==> config.mk <==
export PLATFORM = sky130hd
export DESIGN_NAME = gmii_link
export DESIGN_NICKNAME = d
export VERILOG_FILES = /design/src/rtl/pcs_pkg.sv /design/src/rtl/gmii_link.sv /design/src/rtl/negotiate.sv /design/src/rtl/pcs_rx.sv /design/src/rtl/pcs_tx.sv /design/src/rtl/dec_8b10b.sv /design/src/rtl/enc_8b10b.sv
export VERILOG_INCLUDE_DIRS = /design/src /design/src/rtl
export SDC_FILE = /design/constraint.sdc
export NUM_CORES = 1
export LEC_CHECK = 0
export ABC_AREA = 1
export BUFFER_PORTS_ARGS = -buffer_cell sky130_fd_sc_hd__buf_4
export CORE_MARGIN = 8
export CORE_UTILIZATION = 40
export DETAILED_ROUTE_END_ITERATION = 10
export PLACE_DENSITY_LB_ADDON = 0.12
export SLEW_MARGIN = 20
export SYNTH_ARGS = -nofsm -noshare
export SYNTH_HDL_FRONTEND = slang
export SYNTH_HIERARCHICAL = 1
export SYNTH_SLANG_ARGS = --single-unit
==> constraint.sdc <==
create_clock -name GTX_CLK -period 5.65 [get_ports GTX_CLK]
set_input_delay 0.565 -clock GTX_CLK [delete_from_list [all_inputs] [get_ports GTX_CLK]]
set_output_delay 0.565 -clock GTX_CLK [all_outputs]
set_load 0.05 [all_outputs]
==> src/rtl/gmii_link_defines.svh <==
// gmii link constants
// code-group byte values, negotiation timer length and local ability word
`ifndef GMII_LINK_DEFINES_SVH
`define GMII_LINK_DEFINES_SVH

// special symbols, K flag set
`define K28_5 8'hbc   // comma
`define K27_7 8'hfb   // /S/ start of packet
`define K29_7 8'hfd   // /T/ end of packet
`define K23_7 8'hf7   // /R/ carrier extend
`define K30_7 8'hfe   // /V/ error propagation

// second symbol of the two-symbol ordered sets
`define D21_5 8'hb5   // /C1/
`define D2_2  8'h42   // /C2/
`define D16_2 8'h50   // /I2/

// clocks of settle time before link up, short for sim
`define LINK_TIMER_TICKS 64

// full duplex only, no pause, ack clear
`define AN_ABILITY 16'h0020
`define AN_ACK_BIT 14

`endif
==> src/rtl/pcs_pkg.sv <==
// pcs types
// symbols, code groups, config words and negotiation status
`default_nettype none

package pcs_pkg;

	// one symbol before the encoder
	typedef struct packed {
		logic       k;   // control symbol
		logic [7:0] d;   // HGFEDCBA
	} symbol_t;

	// abcdei fghj, a in bit 9
	typedef logic [9:0] code_group_t;

	// clause-37 style config word
	typedef logic [15:0] lacr_t;

	// negotiation result
	typedef struct packed {
		logic       complete;
		logic [7:0] ability;   // partner low byte
	} an_status_t;

endpackage

`default_nettype wire

==> src/rtl/gmii_link.sv <==
// 1000BASE-X pcs, PHY side of GMII
// tx and rx pcs, 8b/10b codecs and negotiation on one clock
`default_nettype none

module gmii_link
	import pcs_pkg::*;
(
	input  logic        GTX_CLK,
	input  logic        rst_n,
	input  logic [7:0]  TXD,
	input  logic        TX_EN,
	input  logic        TX_ER,
	input  code_group_t rxdata,
	input  logic        rx_err_los,
	input  logic        an_bypass,   // skip config sets, send frames anyway
	output code_group_t txdata,
	output logic [7:0]  RXD,
	output logic        RX_DV,
	output logic        RX_ER,
	output logic        operate,
	output lacr_t       lacr_rx,
	output an_status_t  an_status
);

	symbol_t     tx_sym;
	code_group_t enc_code;
	logic        enc_disp;      // tx running disparity
	logic        enc_disp_out;
	symbol_t     dec_sym;
	symbol_t     dec_sym_q;
	logic        dec_disp;      // rx running disparity
	logic        dec_disp_out;
	logic        code_err;
	logic        disp_err;
	logic        code_err_q;
	logic        disp_err_q;
	lacr_t       lacr_out;
	logic        lacr_send;
	logic        lacr_rx_stb;

	pcs_tx u_pcs_tx (
		.GTX_CLK  (GTX_CLK),
		.rst_n    (rst_n),
		.tx_data  (TXD),
		.tx_en    (TX_EN & (operate | an_bypass)),   // hold frames until link up
		.tx_er    (TX_ER),
		.lacr_val (lacr_out),
		.lacr_en  (lacr_send & ~an_bypass),
		.tx_sym   (tx_sym)
	);

	enc_8b10b u_enc (.sym(tx_sym), .disp_in(enc_disp), .code(enc_code), .disp_out(enc_disp_out));

	dec_8b10b u_dec (
		.code     (rxdata),
		.disp_in  (dec_disp),
		.sym      (dec_sym),
		.disp_out (dec_disp_out),
		.code_err (code_err),
		.disp_err (disp_err)
	);

	always_ff @(posedge GTX_CLK) begin
		txdata    <= enc_code;
		dec_sym_q <= dec_sym;
		if (!rst_n) begin
			enc_disp   <= 1'b0;   // start negative
			dec_disp   <= 1'b0;
			code_err_q <= 1'b0;
			disp_err_q <= 1'b0;
		end else begin
			enc_disp   <= enc_disp_out;
			dec_disp   <= dec_disp_out;
			code_err_q <= code_err;
			disp_err_q <= disp_err;
		end
	end

	pcs_rx u_pcs_rx (
		.GTX_CLK      (GTX_CLK),
		.rst_n        (rst_n),
		.dec_sym      (dec_sym_q),
		.dec_err_code (code_err_q),
		.dec_err_disp (disp_err_q),
		.dec_err_los  (rx_err_los),
		.gmii_data    (RXD),
		.gmii_dv      (RX_DV),
		.gmii_err     (RX_ER),
		.lacr_rx_stb  (lacr_rx_stb),
		.lacr_rx_val  (lacr_rx)
	);

	negotiate u_negotiate (
		.GTX_CLK     (GTX_CLK),
		.rst_n       (rst_n),
		.los         (rx_err_los),
		.lacr_in     (lacr_rx),
		.lacr_in_stb (lacr_rx_stb),
		.lacr_out    (lacr_out),
		.lacr_send   (lacr_send),
		.operate     (operate),
		.an_status   (an_status)
	);

endmodule

`default_nettype wire

==> src/rtl/negotiate.sv <==
// auto-negotiation
// ability exchange, ack, link timer, then operate
`default_nettype none
`include "gmii_link_defines.svh"

module negotiate
	import pcs_pkg::*;
#(
	parameter int TIMER_TICKS = `LINK_TIMER_TICKS
) (
	input  logic       GTX_CLK,
	input  logic       rst_n,
	input  logic       los,
	input  lacr_t      lacr_in,
	input  logic       lacr_in_stb,
	output lacr_t      lacr_out,
	output logic       lacr_send,
	output logic       operate,
	output an_status_t an_status
);

	localparam int TW = $clog2(TIMER_TICKS + 1);

	typedef enum logic [1:0] {AN_SEND, AN_ACK, AN_LINK, AN_UP} an_state_t;

	an_state_t   state;
	lacr_t       last_rx;
	logic [1:0]  match_cnt;   // identical words so far
	logic [TW-1:0] timer;
	logic        rx_zero;
	logic        rx_same;

	assign rx_zero  = lacr_in_stb && (lacr_in == '0);
	assign rx_same  = (lacr_in == last_rx) && (match_cnt != 2'd0) &&
		(state == AN_SEND || lacr_in[`AN_ACK_BIT]);
	assign lacr_out = (state == AN_SEND) ? `AN_ABILITY :
		(`AN_ABILITY | (16'd1 << `AN_ACK_BIT));

	always_ff @(posedge GTX_CLK) begin
		if (lacr_in_stb)
			last_rx <= lacr_in;
		if (!rst_n) begin
			state     <= AN_SEND;
			match_cnt <= 2'd0;
			timer     <= '0;
			lacr_send <= 1'b0;
			operate   <= 1'b0;
			an_status <= '0;
		end else if (los || rx_zero) begin   // restart
			state     <= AN_SEND;
			match_cnt <= 2'd0;
			timer     <= '0;
			lacr_send <= 1'b1;
			operate   <= 1'b0;
			an_status <= '0;
		end else begin
			case (state)
				AN_SEND, AN_ACK: begin
					lacr_send <= 1'b1;
					if (lacr_in_stb) begin
						if (!rx_same)
							match_cnt <= 2'd1;
						else if (match_cnt == 2'd2) begin   // third in a row
							match_cnt <= 2'd0;
							state     <= (state == AN_SEND) ? AN_ACK : AN_LINK;
						end else
							match_cnt <= match_cnt + 2'd1;
					end
				end
				AN_LINK: begin
					if (timer == TW'(TIMER_TICKS - 1)) begin
						state     <= AN_UP;
						lacr_send <= 1'b0;
						operate   <= 1'b1;
						an_status <= '{complete: 1'b1, ability: last_rx[7:0]};
					end else
						timer <= timer + 1'b1;
				end
				default: lacr_send <= 1'b0;   // link up, idles only
			endcase
		end
	end

endmodule

`default_nettype wire

==> src/rtl/pcs_rx.sv <==
// pcs receive
// decoded symbols back to GMII bytes, config words out as a strobe
`default_nettype none
`include "gmii_link_defines.svh"

module pcs_rx
	import pcs_pkg::*;
(
	input  logic       GTX_CLK,
	input  logic       rst_n,
	input  symbol_t    dec_sym,
	input  logic       dec_err_code,
	input  logic       dec_err_disp,
	input  logic       dec_err_los,
	output logic [7:0] gmii_data,
	output logic       gmii_dv,
	output logic       gmii_err,
	output logic       lacr_rx_stb,
	output lacr_t      lacr_rx_val
);

	logic       bad;
	logic       in_frame;
	logic [1:0] cfg_pos;   // place inside a /C/ set
	logic [7:0] cfg_lo;
	logic [7:0] p_data;    // parser stage
	logic       p_dv;
	logic       p_err;

	assign bad = dec_err_code || dec_err_disp;

	always_ff @(posedge GTX_CLK) begin
		gmii_data <= p_data;
		if (!rst_n) begin
			in_frame    <= 1'b0;
			cfg_pos     <= 2'd0;
			p_dv        <= 1'b0;
			p_err       <= 1'b0;
			gmii_dv     <= 1'b0;
			gmii_err    <= 1'b0;
			lacr_rx_stb <= 1'b0;
		end else begin
			gmii_dv     <= p_dv;
			gmii_err    <= p_err;
			lacr_rx_stb <= 1'b0;
			p_err       <= 1'b0;
			if (dec_err_los) begin   // no light, hold idle
				in_frame <= 1'b0;
				cfg_pos  <= 2'd0;
				p_dv     <= 1'b0;
			end else if (!bad && dec_sym == {1'b1, `K27_7}) begin
				in_frame <= 1'b1;
				cfg_pos  <= 2'd0;
				p_data   <= 8'h55;   // preamble back in place of /S/
				p_dv     <= 1'b1;
			end else if (in_frame) begin
				if (dec_sym.k && (dec_sym.d == `K29_7 || dec_sym.d == `K28_5)) begin
					in_frame <= 1'b0;
					p_dv     <= 1'b0;
				end else begin
					p_data <= dec_sym.d;
					p_dv   <= 1'b1;
					p_err  <= bad || dec_sym.k;   // /V/ and junk
				end
			end else begin
				p_dv <= 1'b0;
				if (bad) begin
					cfg_pos <= 2'd0;
				end else begin
					case (cfg_pos)
						2'd0: if (dec_sym == {1'b1, `K28_5}) cfg_pos <= 2'd1;
						2'd1: begin
							if (!dec_sym.k && (dec_sym.d == `D21_5 || dec_sym.d == `D2_2))
								cfg_pos <= 2'd2;
							else
								cfg_pos <= 2'd0;   // /I2/ or noise
						end
						2'd2: begin
							cfg_lo  <= dec_sym.d;
							cfg_pos <= dec_sym.k ? 2'd0 : 2'd3;
						end
						default: begin
							cfg_pos <= 2'd0;
							if (!dec_sym.k) begin
								lacr_rx_val <= {dec_sym.d, cfg_lo};
								lacr_rx_stb <= 1'b1;
							end
						end
					endcase
				end
			end
		end
	end

endmodule

`default_nettype wire

==> src/rtl/pcs_tx.sv <==
// pcs transmit
// GMII bytes to ordered sets: /I2/, /C1/ /C2/, /S/ data /T/ /R/
`default_nettype none
`include "gmii_link_defines.svh"

module pcs_tx
	import pcs_pkg::*;
(
	input  logic       GTX_CLK,
	input  logic       rst_n,
	input  logic [7:0] tx_data,
	input  logic       tx_en,
	input  logic       tx_er,
	input  lacr_t      lacr_val,
	input  logic       lacr_en,
	output symbol_t    tx_sym
);

	typedef enum logic [1:0] {ST_IDLE, ST_DATA, ST_TERM, ST_EXT} tx_state_t;

	tx_state_t  state;
	logic       odd;        // parity of the slot being built
	logic       cfg_half;   // second pair of a /C/ set
	logic       cfg_c2;     // alternate /C1/ and /C2/
	logic       defer;      // frame pushed back one slot
	logic [7:0] hold_data;
	logic       hold_en;
	logic       hold_er;
	logic [7:0] cur_data;
	logic       cur_en;
	logic       cur_er;
	logic       extend;

	function automatic symbol_t ks(input logic [7:0] v);
		return {1'b1, v};
	endfunction

	function automatic symbol_t ds(input logic [7:0] v);
		return {1'b0, v};
	endfunction

	// deferred frames run one byte late through the hold register
	assign cur_data = defer ? hold_data : tx_data;
	assign cur_en   = defer ? hold_en : tx_en;
	assign cur_er   = defer ? hold_er : tx_er;
	assign extend   = cur_er && !cur_en;

	always_ff @(posedge GTX_CLK) begin
		hold_data <= tx_data;
		if (!rst_n) begin
			state    <= ST_IDLE;
			odd      <= 1'b0;
			cfg_half <= 1'b0;
			cfg_c2   <= 1'b0;
			defer    <= 1'b0;
			hold_en  <= 1'b0;
			hold_er  <= 1'b0;
			tx_sym   <= ds(`D16_2);
		end else begin
			odd     <= ~odd;
			hold_en <= tx_en;
			hold_er <= tx_er;
			case (state)
				ST_IDLE: begin
					if (cur_en && !odd) begin
						tx_sym   <= ks(`K27_7);   // /S/ eats the first byte
						cfg_half <= 1'b0;
						state    <= ST_DATA;
					end else begin
						if (cur_en)
							defer <= 1'b1;   // odd slot, wait one
						case ({odd, cfg_half})
							2'b00: tx_sym <= ks(`K28_5);
							2'b10: begin
								if (lacr_en)
									tx_sym <= ds(cfg_c2 ? `D2_2 : `D21_5);
								else
									tx_sym <= ds(`D16_2);
								cfg_half <= lacr_en;
							end
							2'b01: tx_sym <= ds(lacr_val[7:0]);
							default: begin
								tx_sym   <= ds(lacr_val[15:8]);
								cfg_half <= 1'b0;
								cfg_c2   <= ~cfg_c2;
							end
						endcase
					end
				end
				ST_DATA: begin
					if (cur_en) begin
						tx_sym <= cur_er ? ks(`K30_7) : ds(cur_data);
					end else begin
						tx_sym <= ks(`K29_7);   // /T/
						state  <= ST_TERM;
					end
				end
				ST_TERM: begin
					tx_sym <= ks(`K23_7);
					if (extend) begin
						state <= ST_EXT;
					end else if (odd) begin   // /R/ landed odd, aligned
						state <= ST_IDLE;
						defer <= 1'b0;
					end
				end
				default: begin
					tx_sym <= ks(`K23_7);   // carrier extend
					if (!extend && odd) begin
						state <= ST_IDLE;
						defer <= 1'b0;
					end
				end
			endcase
		end
	end

endmodule

`default_nettype wire

==> src/rtl/dec_8b10b.sv <==
// 8b/10b decoder
// inverse lookup with code group and running disparity checks
`default_nettype none

module dec_8b10b
	import pcs_pkg::*;
(
	input  code_group_t code,
	input  logic        disp_in,
	output symbol_t     sym,
	output logic        disp_out,
	output logic        code_err,   // not in table
	output logic        disp_err    // wrong polarity for rd
);

	logic [5:0] c6;
	logic [3:0] c4;
	logic [3:0] c4f;   // K28 rd+ balanced forms come inverted
	logic [4:0] x;
	logic [2:0] y;
	logic       ok6;
	logic       ok4;
	logic       k6;
	logic       alt;
	logic       alt_x;
	logic [2:0] n6;
	logic [2:0] n4;
	logic       rd_mid;

	always_comb begin
		c6  = code[9:4];
		c4  = code[3:0];
		ok6 = 1'b1;
		k6  = 1'b0;
		case (c6)
			6'b100111, 6'b011000: x = 5'd0;
			6'b011101, 6'b100010: x = 5'd1;
			6'b101101, 6'b010010: x = 5'd2;
			6'b110001:            x = 5'd3;
			6'b110101, 6'b001010: x = 5'd4;
			6'b101001:            x = 5'd5;
			6'b011001:            x = 5'd6;
			6'b111000, 6'b000111: x = 5'd7;
			6'b111001, 6'b000110: x = 5'd8;
			6'b100101:            x = 5'd9;
			6'b010101:            x = 5'd10;
			6'b110100:            x = 5'd11;
			6'b001101:            x = 5'd12;
			6'b101100:            x = 5'd13;
			6'b011100:            x = 5'd14;
			6'b010111, 6'b101000: x = 5'd15;
			6'b011011, 6'b100100: x = 5'd16;
			6'b100011:            x = 5'd17;
			6'b010011:            x = 5'd18;
			6'b110010:            x = 5'd19;
			6'b001011:            x = 5'd20;
			6'b101010:            x = 5'd21;
			6'b011010:            x = 5'd22;
			6'b111010, 6'b000101: x = 5'd23;
			6'b110011, 6'b001100: x = 5'd24;
			6'b100110:            x = 5'd25;
			6'b010110:            x = 5'd26;
			6'b110110, 6'b001001: x = 5'd27;
			6'b001110:            x = 5'd28;
			6'b101110, 6'b010001: x = 5'd29;
			6'b011110, 6'b100001: x = 5'd30;
			6'b101011, 6'b010100: x = 5'd31;
			6'b001111, 6'b110000: begin
				x  = 5'd28;
				k6 = 1'b1;
			end
			default: begin
				x   = 5'd0;
				ok6 = 1'b0;
			end
		endcase

		c4f = (k6 && c6[5]) ? ~c4 : c4;
		ok4 = 1'b1;
		alt = 1'b0;
		case (c4f)
			4'b1011, 4'b0100: y = 3'd0;
			4'b1001:          y = 3'd1;
			4'b0101:          y = 3'd2;
			4'b1100, 4'b0011: y = 3'd3;
			4'b1101, 4'b0010: y = 3'd4;
			4'b1010:          y = 3'd5;
			4'b0110:          y = 3'd6;
			4'b1110, 4'b0001: y = 3'd7;
			4'b0111, 4'b1000: begin
				y   = 3'd7;
				alt = 1'b1;
			end
			default: begin
				y   = 3'd0;
				ok4 = 1'b0;
			end
		endcase

		// K23/27/29/30.7 ride on the alternate x.7
		alt_x = (x == 5'd23 || x == 5'd27 || x == 5'd29 || x == 5'd30);
		sym.k = k6 || (alt && alt_x);
		sym.d = {y, x};
		code_err = !ok6 || !ok4 || (alt && !k6 && !alt_x && !(x == 5'd11 ||
			x == 5'd13 || x == 5'd14 || x == 5'd17 || x == 5'd18 || x == 5'd20));

		n6 = 3'($countones(c6));
		n4 = 3'($countones(c4));
		rd_mid   = (n6 == 3'd3) ? disp_in : (n6 > 3'd3);
		disp_err = (n6 == 3'd4 && disp_in) || (n6 == 3'd2 && !disp_in) ||
			(c6 == 6'b111000 && disp_in) || (c6 == 6'b000111 && !disp_in) ||
			(n4 == 3'd3 && rd_mid) || (n4 == 3'd1 && !rd_mid) ||
			(c4 == 4'b1100 && rd_mid) || (c4 == 4'b0011 && !rd_mid);
		disp_out = (n4 == 3'd2) ? rd_mid : (n4 > 3'd2);
	end

endmodule

`default_nettype wire

==> src/rtl/enc_8b10b.sv <==
// 8b/10b encoder
// combinational, running disparity in and out
`default_nettype none

module enc_8b10b
	import pcs_pkg::*;
(
	input  symbol_t     sym,
	input  logic        disp_in,    // 1 = positive
	output code_group_t code,
	output logic        disp_out
);

	logic [4:0] x;
	logic [2:0] y;
	logic [5:0] c6;    // rd- form
	logic [3:0] c4;    // rd- form
	logic [5:0] o6;
	logic [3:0] o4;
	logic       k28;
	logic       bal6;
	logic       bal4;
	logic       rd_mid;
	logic       alt7;

	assign x   = sym.d[4:0];
	assign y   = sym.d[7:5];
	assign k28 = sym.k && (x == 5'd28);

	always_comb begin
		case (x)
			5'd0:  c6 = 6'b100111;
			5'd1:  c6 = 6'b011101;
			5'd2:  c6 = 6'b101101;
			5'd3:  c6 = 6'b110001;
			5'd4:  c6 = 6'b110101;
			5'd5:  c6 = 6'b101001;
			5'd6:  c6 = 6'b011001;
			5'd7:  c6 = 6'b111000;
			5'd8:  c6 = 6'b111001;
			5'd9:  c6 = 6'b100101;
			5'd10: c6 = 6'b010101;
			5'd11: c6 = 6'b110100;
			5'd12: c6 = 6'b001101;
			5'd13: c6 = 6'b101100;
			5'd14: c6 = 6'b011100;
			5'd15: c6 = 6'b010111;
			5'd16: c6 = 6'b011011;
			5'd17: c6 = 6'b100011;
			5'd18: c6 = 6'b010011;
			5'd19: c6 = 6'b110010;
			5'd20: c6 = 6'b001011;
			5'd21: c6 = 6'b101010;
			5'd22: c6 = 6'b011010;
			5'd23: c6 = 6'b111010;
			5'd24: c6 = 6'b110011;
			5'd25: c6 = 6'b100110;
			5'd26: c6 = 6'b010110;
			5'd27: c6 = 6'b110110;
			5'd28: c6 = k28 ? 6'b001111 : 6'b001110;
			5'd29: c6 = 6'b101110;
			5'd30: c6 = 6'b011110;
			default: c6 = 6'b101011;
		endcase
		bal6 = ($countones(c6) == 3);
		// unbalanced and D.7 flip with rd
		o6     = ((!bal6 || x == 5'd7) && disp_in) ? ~c6 : c6;
		rd_mid = bal6 ? disp_in : ~disp_in;

		// alternate x.7 avoids a run of five
		alt7 = sym.k || (!rd_mid && (x == 5'd17 || x == 5'd18 || x == 5'd20)) ||
			(rd_mid && (x == 5'd11 || x == 5'd13 || x == 5'd14));
		case (y)
			3'd0: c4 = 4'b1011;
			3'd1: c4 = 4'b1001;
			3'd2: c4 = 4'b0101;
			3'd3: c4 = 4'b1100;
			3'd4: c4 = 4'b1101;
			3'd5: c4 = 4'b1010;
			3'd6: c4 = 4'b0110;
			default: c4 = alt7 ? 4'b0111 : 4'b1110;
		endcase
		bal4 = ($countones(c4) == 2);
		if (!bal4 || y == 3'd3)
			o4 = rd_mid ? ~c4 : c4;
		else if (k28)
			o4 = rd_mid ? c4 : ~c4;   // K28.1/2/5/6 invert the balanced form
		else
			o4 = c4;
		disp_out = bal4 ? rd_mid : ~rd_mid;
		code     = {o6, o4};
	end

endmodule

`default_nettype wire

==> results.sh <==
export IMPL_required_ps=5960
export IMPL_slowest_delay_ps=490
export IMPL_tritoncts="built"
export IMPL_worst_slew_pin_slew_ps=809
export IMPL_period_needed_ps=5310
export IMPL_clk_insertion_delay_late_ps=410
export IMPL_maxCapViolations=0
export IMPL_async_flop_share_pct=0
export IMPL_stdcell_count=1427
export IMPL_grt_max_degree=23
export IMPL_fmax_mhz=188
export IMPL_synth_edf_count=48
export IMPL_hold_buffers=0
export IMPL_firstDrtPassIters=6
export IMPL_synthesis_area_um2=7900
export IMPL_cts_buffer_depth=2
export IMPL_vias=6752
export IMPL_antenna_found_initial=0
export IMPL_ys_top_cells_by_area="dfxtp_1 (21%), edfxtp_1 (18%), nand2_1 (12%)"
export IMPL_path_class="reg2reg"
export IMPL_core_um2=19400
export IMPL_dieArea_um2=24500
export IMPL_area_growth_pct=18.4
export IMPL_critPathSlowestCell="fa_1"
export IMPL_maxSlewViolCount=0
export IMPL_critPathMaxFanout=8
export IMPL_slew_headroom_pct=46.0
export IMPL_postRouteAntennaNets=0
export IMPL_yosysUniqueCellTypes=55
export IMPL_yosysTopAreaCell="dfxtp_1"
export IMPL_synth_flop_cell="dfxtp_1"
export IMPL_hpwl_mm=14.6
export IMPL_finalSetupViolCount=0
export IMPL_drt_iter0_drc=445
export IMPL_grt_pass1_vias=6302
export IMPL_yosysSeqAreaShare_pct=39.5
export IMPL_status="complete, no violations"
export IMPL_crit_arrival_ps=5620
export IMPL_synthCells=1069
export IMPL_synth_top_area_share_pct=21.3
export IMPL_grt_overflow_total=0
export IMPL_globalplace_congestion=0.902
export IMPL_die_x_um=157
export IMPL_drive_above_1_share_pct=18.2
export IMPL_max_vdd_ir_drop_v=0.000269
export IMPL_htreeDepth=4
export IMPL_tritoncts_num_sinks=132
export IMPL_cts_buffers=17
export IMPL_syn_area_per_cell_um2=7.39
export IMPL_hold_class="in2reg"
export IMPL_clock_skew_ps=11.4
export IMPL_p_leak_uw=0.00443
export IMPL_rows=51
export IMPL_finalCritPeriodShare_pct=94.0
export IMPL_root_buffer="clkbuf_16"
export IMPL_crit_path_start_kind="flip-flop"
export IMPL_power_density_nw_per_um2=454
export IMPL_wire_per_inst_um=13.1
export IMPL_boundaryPins=70
export IMPL_antenna_diode_count=0
export IMPL_dp_cells=1390
export IMPL_end_kind="flip-flop"
export IMPL_clk_pin_slew_worst_paths_ps=60
export IMPL_vias_per_cell=4.73
export IMPL_fin_nets=1198
export IMPL_finalHoldViolCount=0
export IMPL_grt_pass1_wl_mm=30.5
export IMPL_routed_wl_mm=18.7
export IMPL_port_buffers=69
export IMPL_drc_errors=0
export IMPL_grt_usage_pct=15.5
export IMPL_start_util_pct=40.7
export IMPL_finalSetupTns_ps=0
export IMPL_die_height_um=157
export IMPL_yosysWarnings=6
export IMPL_ys_ff_latch=132
==> cells in the mapped netlist (all sizes together), types with 6 or more instances <==
cell type	instances
nand3	114
fa	7
o211ai	6
o21ai	37
inv	155
a21oi	41
buf	31
a31oi	6
nor2	148
xor2	8
ha	18
nand4	19
nor3	17
nand3b	9
edfxtp	48
dfxtp	84
xnor2	9
nand2	279
==> cell type report <==
type | instances | area [um^2]
fillers | 2010 | 10000
multi-input cells | 758 | 4020
flip-flops and latches | 132 | 3140
repair buffers | 84 | 638
inverters | 156 | 586
clock buffers | 21 | 472
well taps | 265 | 332
clock inverters | 11 | 171
==> per-stage QoR <==
stage	cell area [um^2]	hold WS (ps)	total power (uW)	utilization, %	worst slack [ps]
after global placement	8590	326	2930	44.3	117
after floorplan	7950	323	2530	-	411
after detailed placement	8590	327	2950	44.3	70.4
after global routing	9360	237	4570	48.2	-23.4
final	9360	256	4250	48.2	337
after CTS	9240	236	4150	47.6	53.0
==> kinds of logic after synthesis <==
| group | count (synthesis) | synth area share, % |
|---|---|---|
| AO/OA/AOI/OAI | 103 | 7.85 |
| flip-flops | 132 | 39.5 |
| adder cells (fa/ha/maj) | 25 | 4.62 |
| AND/OR/NAND/NOR | 598 | 35.1 |
| buffers and inverters | 192 | 11.0 |
| XOR/XNOR | 17 | 1.88 |
| other | 2 | 0.0950 |
==> worst paths after layout <==
| check | startpoint | to | slack [ps] | cells past startpoint |
|---|---|---|---|---|
| worst max register to register | u_pcs_tx/tx_sym[3]$_SDFF_PN0_ | txdata[0]$_DFF_P_ | 340 | 32 |
| worst min-delay path | TXD[1] | u_pcs_tx/hold_data[1]$_DFF_P_ | 260 | 1 |
| worst min register to register | u_pcs_rx/p_data[0]$_SDFFCE_PP1P_ | u_pcs_rx/gmii_data[0]$_DFF_P_ | 340 | 0 |
| worst max-delay path | u_pcs_tx/tx_sym[3]$_SDFF_PN0_ | txdata[0]$_DFF_P_ | 340 | 32 |
==> metal layers <==
metal  vias up  global-route usage (%)  share of wire [%]
met3        15                    3.61                4.9
li1       3585                       -                  -
met1      2989                    21.2                 50
met4         0                    4.62                1.2
met2       163                    23.8                 44
met5         -                       0                  0
==> cell usage in the layout (no fill, tap or decap), drive strengths merged, types with 21 or more instances in the layout <==
cell	n
inv	157
nand3	114
nor2	148
dfxtp	84
buf	84
nand2	279
clkbuf	21
a21oi	41
o21ai	37
edfxtp	48
==> sequential cells by signal (all words and copies together) (netlist names), 7 cells and up <==
register and flops:
u_pcs_tx/tx_sym 9, dec_sym_q 9, u_pcs_tx/hold_data 8, u_negotiate/last_rx 16, u_pcs_rx/cfg_lo 8, u_negotiate/timer 7
txdata 10, u_pcs_rx/gmii_data 8, u_negotiate/an_status 9, u_pcs_rx/p_data 8, u_pcs_rx/lacr_rx_val 16
==> critical path: cells and delay by family, from the launching register on <==
kind	cells	cell delay (ps)
buffers and inverters	6	430
adder cells (fa/ha/maj)	7	2380
flip-flops	1	380
AO/OA/AOI/OAI	3	450
AND/OR/NAND/NOR	16	1560
==> power by group <==
group	leakage, uW	internal (uW)	switching, uW
combinational	0.00299	740	1120
clock	0.000311	779	412
sequential	0.00113	1100	91.3
==> timing repair <==
| item | 4_1_cts | 5_1_grt |
|---|---|---|
| endpoints found under the setup margin | 0 | 5 |
| resized for setup | 0 | 33 |
| buffers inserted | 0 | 5 |
Note: power is estimated with default switching activity, not from simulation.
